### config.mk
export PLATFORM = sky130hd
export DESIGN_NAME = ooo_retire_top
export DESIGN_NICKNAME = d
export VERILOG_FILES = /design/src/rtl/ooo_retire_pkg.sv /design/src/rtl/cdb_if.sv /design/src/rtl/alu_unit.sv /design/src/rtl/mul_unit.sv /design/src/rtl/cdb_arbiter.sv /design/src/rtl/reorder_buffer.sv /design/src/rtl/ooo_retire_top.sv
export SDC_FILE = /design/constraint.sdc
export NUM_CORES = 2
export LEC_CHECK = 0
export ABC_AREA = 0
export BUFFER_PORTS_ARGS = -buffer_cell sky130_fd_sc_hd__buf_4
export CAP_MARGIN = 25
export CORE_UTILIZATION = 55
export CTS_CLUSTER_DIAMETER = 150
export DETAILED_ROUTE_END_ITERATION = 10
export PLACE_DENSITY = 0.84
export SYNTH_ARGS = -nofsm -noshare
export SYNTH_HDL_FRONTEND = slang
export SYNTH_SLANG_ARGS = --single-unit
### constraint.sdc
create_clock -name clk_i -period 7.8 [get_ports clk_i]
set_input_delay 0.39 -clock clk_i [delete_from_list [all_inputs] [get_ports clk_i]]
set_output_delay 0.39 -clock clk_i [all_outputs]
set_load 0.05 [all_outputs]
### src/rtl/ooo_retire_pkg.sv
package ooo_retire_pkg;

    // Datapath widths
    localparam int XLEN       = 32;
    localparam int PC_W       = 32;
    localparam int REG_ADDR_W = 5;

    // Reorder buffer sizing
    // Depth must stay a power of two so the pointers wrap naturally
    localparam int ROB_DEPTH = 8;
    localparam int TAG_W     = $clog2(ROB_DEPTH);

    // Execution latency and result bus buffering
    localparam int MUL_STAGES      = 3;
    localparam int CDB_QUEUE_DEPTH = 4;
    localparam int CDB_QPTR_W      = $clog2(CDB_QUEUE_DEPTH);

    // Exception causes
    localparam int                 CAUSE_W       = 32;
    localparam logic [CAUSE_W-1:0] CAUSE_ILLEGAL = CAUSE_W'(2);

    // Operation codes
    localparam int OP_W = 4;

    // Codes 9 and up are illegal
    typedef enum logic [OP_W-1:0] {
        OP_ADD  = 4'd0,
        OP_SUB  = 4'd1,
        OP_AND  = 4'd2,
        OP_OR   = 4'd3,
        OP_XOR  = 4'd4,
        OP_SLL  = 4'd5,
        OP_SRL  = 4'd6,
        OP_MUL  = 4'd7,
        OP_MULH = 4'd8
    } op_e;

    // Steers an operation to the multiplier, everything else goes to the ALU
    function automatic logic is_mul_op(op_e op);
        return (op == OP_MUL) || (op == OP_MULH);
    endfunction

endpackage

### src/rtl/cdb_if.sv
interface cdb_if
    import ooo_retire_pkg::*;
();

    // One completed result per cycle, no handshake
    // A high valid is a write in that very cycle
    logic               valid;
    logic [TAG_W-1:0]   tag;
    logic [XLEN-1:0]    result;

    // Exception reported by the execution unit
    logic               exc_valid;
    logic [CAUSE_W-1:0] exc_cause;

    // Producer side, an execution unit or the arbiter
    modport source (
        output valid,
        output tag,
        output result,
        output exc_valid,
        output exc_cause
    );

    // Consumer side, the arbiter or the reorder buffer
    modport sink (
        input valid,
        input tag,
        input result,
        input exc_valid,
        input exc_cause
    );

endinterface

### src/rtl/alu_unit.sv
module alu_unit
    import ooo_retire_pkg::*;
(
    input  logic             clk_i,
    input  logic             rst_ni,
    input  logic             flush_i,
    input  logic             issue_i,
    input  logic [TAG_W-1:0] tag_i,
    input  op_e              op_i,
    input  logic [XLEN-1:0]  a_i,
    input  logic [XLEN-1:0]  b_i,
    cdb_if.source            cdb
);

    // Issue decode and combinational result
    logic             accept;
    logic [XLEN-1:0]  result_d;
    logic             illegal_d;

    // Output register
    logic             valid_q;
    logic [TAG_W-1:0] tag_q;
    logic [XLEN-1:0]  result_q;
    logic             illegal_q;

    // Multiplier codes belong to the other unit
    // Unknown codes stay here and turn into an exception
    assign accept = issue_i && !is_mul_op(op_i);

    // -------------------------------------------------------------------------
    // Operation decode
    // -------------------------------------------------------------------------
    always_comb begin
        result_d  = '0;
        illegal_d = 1'b0;
        case (op_i)
            OP_ADD:  result_d = a_i + b_i;
            OP_SUB:  result_d = a_i - b_i;
            OP_AND:  result_d = a_i & b_i;
            OP_OR:   result_d = a_i | b_i;
            OP_XOR:  result_d = a_i ^ b_i;
            // Shift amount from the low five bits only
            OP_SLL:  result_d = a_i << b_i[4:0];
            OP_SRL:  result_d = a_i >> b_i[4:0];
            // Result stays zero for an illegal code
            default: illegal_d = 1'b1;
        endcase
    end

    // -------------------------------------------------------------------------
    // Result register
    // -------------------------------------------------------------------------
    always_ff @(posedge clk_i or negedge rst_ni) begin
        if (!rst_ni) begin
            valid_q <= 1'b0;
        end else if (flush_i) begin
            valid_q <= 1'b0;
        end else begin
            valid_q <= accept;
        end
    end

    // Payload only loads on an accepted issue
    always_ff @(posedge clk_i) begin
        if (accept) begin
            tag_q     <= tag_i;
            result_q  <= result_d;
            illegal_q <= illegal_d;
        end
    end

    // Drive the unit's result bus
    assign cdb.valid     = valid_q;
    assign cdb.tag       = tag_q;
    assign cdb.result    = result_q;
    assign cdb.exc_valid = illegal_q;
    assign cdb.exc_cause = illegal_q ? CAUSE_ILLEGAL : '0;

endmodule

### src/rtl/mul_unit.sv
module mul_unit
    import ooo_retire_pkg::*;
(
    input  logic             clk_i,
    input  logic             rst_ni,
    input  logic             flush_i,
    input  logic             issue_i,
    input  logic [TAG_W-1:0] tag_i,
    input  op_e              op_i,
    input  logic [XLEN-1:0]  a_i,
    input  logic [XLEN-1:0]  b_i,
    cdb_if.source            cdb
);

    // Stage 0 holds the operands, later stages hold the product
    logic                    accept;
    logic [MUL_STAGES-1:0]   vld_q;
    logic [MUL_STAGES-1:0]   hi_q;
    logic [TAG_W-1:0]        tag_q  [MUL_STAGES];
    logic signed [XLEN-1:0]  a_q;
    logic signed [XLEN-1:0]  b_q;
    logic signed [2*XLEN-1:0] prod_q [1:MUL_STAGES-1];

    assign accept = issue_i && is_mul_op(op_i);

    // -------------------------------------------------------------------------
    // Stage valids
    // -------------------------------------------------------------------------
    // One new operation per cycle, several can be in flight together
    always_ff @(posedge clk_i or negedge rst_ni) begin
        if (!rst_ni) begin
            vld_q <= '0;
        end else if (flush_i) begin
            vld_q <= '0;
        end else begin
            vld_q <= {vld_q[MUL_STAGES-2:0], accept};
        end
    end

    // -------------------------------------------------------------------------
    // Datapath stages
    // -------------------------------------------------------------------------
    always_ff @(posedge clk_i) begin
        // Capture operands and the half select at issue
        if (accept) begin
            a_q      <= a_i;
            b_q      <= b_i;
            tag_q[0] <= tag_i;
            hi_q[0]  <= (op_i == OP_MULH);
        end

        // Signed full-width product
        prod_q[1] <= a_q * b_q;

        // Tag and select follow the product down the pipe
        for (int s = 1; s < MUL_STAGES; s++) begin
            tag_q[s] <= tag_q[s-1];
            hi_q[s]  <= hi_q[s-1];
        end

        // Remaining stages only delay the product
        for (int s = 2; s < MUL_STAGES; s++) begin
            prod_q[s] <= prod_q[s-1];
        end
    end

    // -------------------------------------------------------------------------
    // Result bus
    // -------------------------------------------------------------------------
    assign cdb.valid  = vld_q[MUL_STAGES-1];
    assign cdb.tag    = tag_q[MUL_STAGES-1];

    // MULH returns the upper word, MUL the lower one
    assign cdb.result = hi_q[MUL_STAGES-1] ? prod_q[MUL_STAGES-1][2*XLEN-1:XLEN]
                                           : prod_q[MUL_STAGES-1][XLEN-1:0];

    // The multiplier never raises an exception
    assign cdb.exc_valid = 1'b0;
    assign cdb.exc_cause = '0;

endmodule

### src/rtl/cdb_arbiter.sv
module cdb_arbiter
    import ooo_retire_pkg::*;
(
    input  logic  clk_i,
    input  logic  rst_ni,
    input  logic  flush_i,
    cdb_if.sink   alu,
    cdb_if.sink   mul,
    cdb_if.source rob
);

    // One queued ALU completion
    typedef struct packed {
        logic [TAG_W-1:0]   tag;
        logic [XLEN-1:0]    result;
        logic               exc_valid;
        logic [CAUSE_W-1:0] exc_cause;
    } cdb_entry_t;

    cdb_entry_t            queue_mem [CDB_QUEUE_DEPTH];
    cdb_entry_t            queue_head;
    logic [CDB_QPTR_W-1:0] wr_ptr_q;
    logic [CDB_QPTR_W-1:0] rd_ptr_q;
    logic [CDB_QPTR_W:0]   count_q;
    logic                  queue_empty;
    logic                  push;
    logic                  pop;

    assign queue_empty = (count_q == '0);
    assign queue_head  = queue_mem[rd_ptr_q];

    // Queue the ALU result when the bus is taken or older ones still wait
    // This keeps ALU completions in their own order
    assign push = alu.valid && (mul.valid || !queue_empty);
    assign pop  = !mul.valid && !queue_empty;

    // -------------------------------------------------------------------------
    // Holding FIFO
    // -------------------------------------------------------------------------
    always_ff @(posedge clk_i or negedge rst_ni) begin
        if (!rst_ni) begin
            wr_ptr_q <= '0;
            rd_ptr_q <= '0;
            count_q  <= '0;
        end else if (flush_i) begin
            wr_ptr_q <= '0;
            rd_ptr_q <= '0;
            count_q  <= '0;
        end else begin
            wr_ptr_q <= wr_ptr_q + CDB_QPTR_W'(push);
            rd_ptr_q <= rd_ptr_q + CDB_QPTR_W'(pop);
            if (push && !pop) begin
                count_q <= count_q + 1'b1;
            end else if (pop && !push) begin
                count_q <= count_q - 1'b1;
            end
        end
    end

    always_ff @(posedge clk_i) begin
        if (push) begin
            queue_mem[wr_ptr_q] <= '{alu.tag, alu.result, alu.exc_valid, alu.exc_cause};
        end
    end

    // -------------------------------------------------------------------------
    // Bus select
    // -------------------------------------------------------------------------
    // Multiplier first, then the oldest queued result, then a direct ALU pass
    always_comb begin
        if (mul.valid) begin
            rob.valid     = 1'b1;
            rob.tag       = mul.tag;
            rob.result    = mul.result;
            rob.exc_valid = mul.exc_valid;
            rob.exc_cause = mul.exc_cause;
        end else if (!queue_empty) begin
            rob.valid     = 1'b1;
            rob.tag       = queue_head.tag;
            rob.result    = queue_head.result;
            rob.exc_valid = queue_head.exc_valid;
            rob.exc_cause = queue_head.exc_cause;
        end else begin
            rob.valid     = alu.valid;
            rob.tag       = alu.tag;
            rob.result    = alu.result;
            rob.exc_valid = alu.exc_valid;
            rob.exc_cause = alu.exc_cause;
        end
    end

endmodule

### src/rtl/reorder_buffer.sv
module reorder_buffer
    import ooo_retire_pkg::*;
(
    input  logic                  clk_i,
    input  logic                  rst_ni,
    input  logic                  flush_i,

    // Dispatch side
    input  logic                  dispatch_valid_i,
    input  logic [PC_W-1:0]       dispatch_pc_i,
    input  logic [REG_ADDR_W-1:0] dispatch_rd_i,
    output logic                  dispatch_ready_o,
    output logic                  issue_o,
    output logic [TAG_W-1:0]      issue_tag_o,

    // Completed results
    cdb_if.sink                   cdb,

    // Commit side
    input  logic                  commit_ready_i,
    output logic                  commit_valid_o,
    output logic [PC_W-1:0]       commit_pc_o,
    output logic [REG_ADDR_W-1:0] commit_rd_o,
    output logic [XLEN-1:0]       commit_result_o,
    output logic                  commit_exc_valid_o,
    output logic [CAUSE_W-1:0]    commit_exc_cause_o
);

    // One in-flight instruction
    typedef struct packed {
        logic [PC_W-1:0]       pc;
        logic [REG_ADDR_W-1:0] rd;
        logic [XLEN-1:0]       result;
        logic                  exc_valid;
        logic [CAUSE_W-1:0]    exc_cause;
        logic                  ready;
    } rob_entry_t;

    rob_entry_t       entries_q [ROB_DEPTH];
    rob_entry_t       head_entry;

    // Circular buffer control
    logic [TAG_W-1:0] head_q;
    logic [TAG_W-1:0] tail_q;
    logic [TAG_W:0]   count_q;
    logic             full;
    logic             empty;
    logic             do_commit;

    assign full  = (count_q == (TAG_W + 1)'(ROB_DEPTH));
    assign empty = (count_q == '0);

    // -------------------------------------------------------------------------
    // Dispatch and issue
    // -------------------------------------------------------------------------
    // Flush wins over a dispatch in the same cycle
    assign dispatch_ready_o = !full && !flush_i;
    assign issue_o          = dispatch_valid_i && dispatch_ready_o;

    // New instruction takes the tail slot
    assign issue_tag_o = tail_q;

    // -------------------------------------------------------------------------
    // Commit from the head
    // -------------------------------------------------------------------------
    assign head_entry = entries_q[head_q];

    // Head holds still while commit_ready_i is low
    assign commit_valid_o     = !empty && head_entry.ready;
    assign commit_pc_o        = head_entry.pc;
    assign commit_rd_o        = head_entry.rd;
    assign commit_result_o    = head_entry.result;
    assign commit_exc_valid_o = head_entry.exc_valid;
    assign commit_exc_cause_o = head_entry.exc_cause;

    assign do_commit = commit_valid_o && commit_ready_i;

    // -------------------------------------------------------------------------
    // Pointers and entry count
    // -------------------------------------------------------------------------
    always_ff @(posedge clk_i or negedge rst_ni) begin
        if (!rst_ni) begin
            head_q  <= '0;
            tail_q  <= '0;
            count_q <= '0;
        end else if (flush_i) begin
            // Drop everything in flight, new tags restart at zero
            head_q  <= '0;
            tail_q  <= '0;
            count_q <= '0;
        end else begin
            tail_q <= tail_q + TAG_W'(issue_o);
            head_q <= head_q + TAG_W'(do_commit);
            if (issue_o && !do_commit) begin
                count_q <= count_q + 1'b1;
            end else if (do_commit && !issue_o) begin
                count_q <= count_q - 1'b1;
            end
        end
    end

    // -------------------------------------------------------------------------
    // Entry storage
    // -------------------------------------------------------------------------
    always_ff @(posedge clk_i) begin
        // Allocation clears the ready flag and any old exception
        if (issue_o) begin
            entries_q[tail_q].pc        <= dispatch_pc_i;
            entries_q[tail_q].rd        <= dispatch_rd_i;
            entries_q[tail_q].exc_valid <= 1'b0;
            entries_q[tail_q].ready     <= 1'b0;
        end

        // Bus write by tag
        // Never hits the tail slot being allocated in the same cycle
        if (cdb.valid) begin
            entries_q[cdb.tag].result    <= cdb.result;
            entries_q[cdb.tag].exc_valid <= cdb.exc_valid;
            entries_q[cdb.tag].exc_cause <= cdb.exc_cause;
            entries_q[cdb.tag].ready     <= 1'b1;
        end
    end

endmodule

### src/rtl/ooo_retire_top.sv
module ooo_retire_top
    import ooo_retire_pkg::*;
(
    input  logic                  clk_i,
    input  logic                  rst_ni,
    input  logic                  flush_i,

    // Dispatch
    input  logic                  dispatch_valid_i,
    output logic                  dispatch_ready_o,
    input  logic [PC_W-1:0]       dispatch_pc_i,
    input  logic [REG_ADDR_W-1:0] dispatch_rd_i,
    input  logic [OP_W-1:0]       dispatch_op_i,
    input  logic [XLEN-1:0]       dispatch_a_i,
    input  logic [XLEN-1:0]       dispatch_b_i,
    output logic [TAG_W-1:0]      dispatch_tag_o,

    // Commit
    output logic                  commit_valid_o,
    input  logic                  commit_ready_i,
    output logic [PC_W-1:0]       commit_pc_o,
    output logic [REG_ADDR_W-1:0] commit_rd_o,
    output logic [XLEN-1:0]       commit_result_o,
    output logic                  commit_exc_valid_o,
    output logic [CAUSE_W-1:0]    commit_exc_cause_o
);

    logic             issue;
    logic [TAG_W-1:0] issue_tag;
    op_e              dispatch_op;

    // Raw code may be outside the enum, the ALU flags it as illegal
    assign dispatch_op    = op_e'(dispatch_op_i);
    assign dispatch_tag_o = issue_tag;

    // Unit outputs and the merged bus
    cdb_if alu_cdb ();
    cdb_if mul_cdb ();
    cdb_if rob_cdb ();

    reorder_buffer u_reorder_buffer (
        .clk_i              (clk_i),
        .rst_ni             (rst_ni),
        .flush_i            (flush_i),
        .dispatch_valid_i   (dispatch_valid_i),
        .dispatch_pc_i      (dispatch_pc_i),
        .dispatch_rd_i      (dispatch_rd_i),
        .dispatch_ready_o   (dispatch_ready_o),
        .issue_o            (issue),
        .issue_tag_o        (issue_tag),
        .cdb                (rob_cdb),
        .commit_ready_i     (commit_ready_i),
        .commit_valid_o     (commit_valid_o),
        .commit_pc_o        (commit_pc_o),
        .commit_rd_o        (commit_rd_o),
        .commit_result_o    (commit_result_o),
        .commit_exc_valid_o (commit_exc_valid_o),
        .commit_exc_cause_o (commit_exc_cause_o)
    );

    // Both units see every issue and pick their own class
    alu_unit u_alu_unit (
        .clk_i   (clk_i),
        .rst_ni  (rst_ni),
        .flush_i (flush_i),
        .issue_i (issue),
        .tag_i   (issue_tag),
        .op_i    (dispatch_op),
        .a_i     (dispatch_a_i),
        .b_i     (dispatch_b_i),
        .cdb     (alu_cdb)
    );

    mul_unit u_mul_unit (
        .clk_i   (clk_i),
        .rst_ni  (rst_ni),
        .flush_i (flush_i),
        .issue_i (issue),
        .tag_i   (issue_tag),
        .op_i    (dispatch_op),
        .a_i     (dispatch_a_i),
        .b_i     (dispatch_b_i),
        .cdb     (mul_cdb)
    );

    cdb_arbiter u_cdb_arbiter (
        .clk_i   (clk_i),
        .rst_ni  (rst_ni),
        .flush_i (flush_i),
        .alu     (alu_cdb),
        .mul     (mul_cdb),
        .rob     (rob_cdb)
    );

endmodule

==> qor.yml <==
finish:
  fillers: 10100
  layout-drive-gt1-share_pct: 14.1
  final_cell_mix: "fa_1 (1,071), inv_1 (1,069), edfxtp_1 (816), nand2_1 (624), and2_1 (519)"
  mostFrequentLayoutCell: "fa_1"
  syn_to_final_growth_pct: 11.2
  final_core_util_pct: 61.8
  final_nets: 8175
synth:
  synth_edf_count: 816
  async_reset_ff_share_pct: 2.14
  ys_types: 83
  ys_warn_count: 0
  yosysSeqAreaShare_pct: 35.9
  synth_seq_cells: 981
  synthCells: 6431
  synth_flop_cell: "edfxtp_1"
  synth_top_area_share_pct: 31.5
  synth_top_cell_by_area: "edfxtp_1"
  yosys-top-cells-area: "edfxtp_1 (32%), fa_1 (28%), mux4_2 (5.8%)"
  synth.cell_area_um2: 77800
  postSynthAreaPerCell_um2: 12.1
detailed_routing:
  wl_per_cell_um: 26.1
  drt_iter0_drc: 6488
  vias_per_cell: 6.11
  wl_um: 225000
  dr.pass1.iters: 9
  drtAntennaViolNets: 0
  drc: 0
  vias: 52800
timing:
  min_period_ps: 7670
  slew_headroom_pct: 26.3
  hold_viol: 0
  maxSlewViolCount: 0
  skew_ps: 64.7
  max_freq_mhz: 130
  fin_hold_ws_ps: 33.9
  fin_crit_sh_pct: 98.3
  rsz0062_at_grt: "true"
  worst_slew_pin_slew_ps: 1090
  finalSetupViolations: 0
global_route:
  grt_max_degree: 68
  groute.usage.overall_pct: 32.0
  grt_busiest_layer: "met2"
  grtUsageMet3_pct: 6.78
  overflow: 0
  gr-usage-met2_pct: 51.8
  grt_pass1_vias: 56100
  use_met1_pct: 42.0
  grt_antenna_before_repair: 11
  grt_pass1_wl_um: 344000
clock_network:
  clock_sinks: 981
  tritoncts: "yes"
  path_clk_slew_ps: 70
  cts-root-buf: "clkbuf_16"
  clk_path_buf_depth: 3
  numCtsBuffers: 86
  clock_latency_ps: 720
  cts_max_level: 3
worst_setup_path:
  worstPathRequired_ps: 8370
  arrival_ps: 8240
  crit_path_end_kind: "flop"
  crit_path_start_kind: "flop"
  critPathKind: "flop to flop"
  critPathMaxFanout: 32
die:
  die_y_um: 378
  die_area_um2: 143000
  initial_core_util_pct: 55.6
  rows: 137
  ios: 217
  fp.dieW_um: 378
  coreArea_um2: 140000
placement:
  routabilityCongestion: 0.976
  numPortBuffers: 185
  dp_hpwl_um: 156000
hold_path:
  hold_class: "input pin to flop"
status:
  status: "finished clean"
job:
  maxCapViolCount: 0
cell type report:
| type | instances | area (um^2) | share of cell area, % |
|---|---|---|---|
| multi-input combinational | 4040 | 44700 | 51.7 |
| tap | 1876 | 2350 | 2.71 |
| clock buffer | 111 | 2340 | 2.70 |
| antenna | 7 | 17.5 | 0.0203 |
| clock inverter | 47 | 529 | 0.612 |
| timing repair buffer | 507 | 4540 | 5.25 |
| inverter | 1075 | 4040 | 4.67 |
| sequential | 981 | 27900 | 32.3 |
layer usage:
layer	wire length, um	vias to the layer above
li1	-	21500
met1	82300	26900
met2	107000	3741
met3	24500	694
met4	11400	8
met5	44	-
worst paths after layout:
path,start,end,slack [ps],cells after the start
setup / recovery,u_mul_unit.a_q[14]$_DFFE_PP_,u_mul_unit.prod_q[1][42]$_DFF_P_,130,23
hold / removal,dispatch_a_i[12],u_mul_unit.a_q[12]$_DFFE_PP_,30,1
setup reg to reg,u_mul_unit.a_q[14]$_DFFE_PP_,u_mul_unit.prod_q[1][42]$_DFF_P_,130,23
hold reg to reg,u_mul_unit.prod_q[1][4]$_DFF_P_,u_mul_unit.prod_q[2][4]$_DFF_P_,280,0
max in group asynchronous,rst_ni,u_mul_unit.vld_q[2]$_DFF_PN0_,7400,2
min in group asynchronous,rst_ni,u_cdb_arbiter.wr_ptr_q[0]$_DFF_PN0_,140,2
flip-flops by register name, summed over array words and instances (netlist names), 4 cells and up:
| signal | count |
|---|---|
| u_alu_unit.cdb.result | 32 |
| u_mul_unit.a_q | 32 |
| u_reorder_buffer.entries_q | 576 |
| u_cdb_arbiter.queue_mem | 144 |
| u_mul_unit.tag_q | 9 |
| u_mul_unit.prod_q | 128 |
| u_mul_unit.b_q | 32 |
| u_reorder_buffer.count_q | 4 |
worst max-delay path, stage by stage, from the launching register on:
cell and delay (ps):
edfxtp_1 430, buf_12 220, and2_4 170, fa_1 560, fa_1 450, fa_1 530
inv_1 60, fa_1 470, inv_1 50, fa_1 470, fa_1 560, fa_1 440
fa_1 530, ha_2 320, and3_4 180, and2_4 150, a221o_1 350, or3_4 350
or2_4 270, a31oi_4 180, nor2_1 90, a211o_1 310, a21oi_2 180, xnor2_2 150
repair_timing:
action                                 4_1_cts  5_1_grt
hold buffers                                88        0
gates resized for setup                      6       75
endpoints found under the hold margin      367        0
buffers inserted                             2       30
setup endpoints to repair                    5       17
gates cloned                                 0        0
pin swaps                                    1       22
per-stage QoR:
step                      instances  worst slack, ps  setup TNS (ps)  cell area (um^2)
final                          8644              133               0             86500
after floorplan                6461             31.4               0             77900
after global routing           8638            -51.3            -229             86400
after CTS                      8603             18.4               0             85900
after global placement         8351             97.9               0             82100
after detailed placement       8355             -180            -347             82100
cell families (layout without fill, tap and decap cells):
kind of cell    after synthesis  after routing  synth area share (%)
compound gates              592            592                  5.03
xor+xnor                    129            129                  1.45
fa+ha+maj                  1374           1374                  32.6
buf+inv                    1440           1740                  7.13
flops                       981            981                  35.9
mux                         376            376                  8.23
other cells                   1             38               0.00482
simple gates               1538           1538                  9.68
synth_stat cells (all sizes together) (5+ instances only):
| cell | number |
|---|---|
| a22oi | 26 |
| fa | 1085 |
| a21o | 38 |
| a21oi | 158 |
| nand2b | 23 |
| a31oi | 15 |
| o22ai | 21 |
| nand4 | 21 |
| a221o | 10 |
| nor3 | 21 |
| buf | 74 |
| nor2b | 25 |
| a41oi | 5 |
| xnor2 | 101 |
| o21ai | 145 |
| dfxtp | 144 |
| nor3b | 6 |
| a221oi | 18 |
| xor2 | 28 |
| or2 | 6 |
| mux2i | 69 |
| a211oi | 14 |
| and3 | 11 |
| edfxtp | 816 |
| mux4 | 200 |
| nor2 | 211 |
| dfrtp | 21 |
| o21bai | 14 |
| a222oi | 33 |
| ha | 289 |
| a211o | 9 |
| nand3 | 36 |
| and2 | 521 |
| or3 | 9 |
| o31ai | 12 |
| o31a | 6 |
| nand2 | 626 |
| o211ai | 30 |
| o21a | 12 |
| inv | 1075 |
| mux2 | 107 |
| clkbuf | 291 |
| nor4 | 9 |
Power is left out: the tool's default activity adds up to more than one toggle a clock period on the data nets, which glitch-free logic cannot reach.
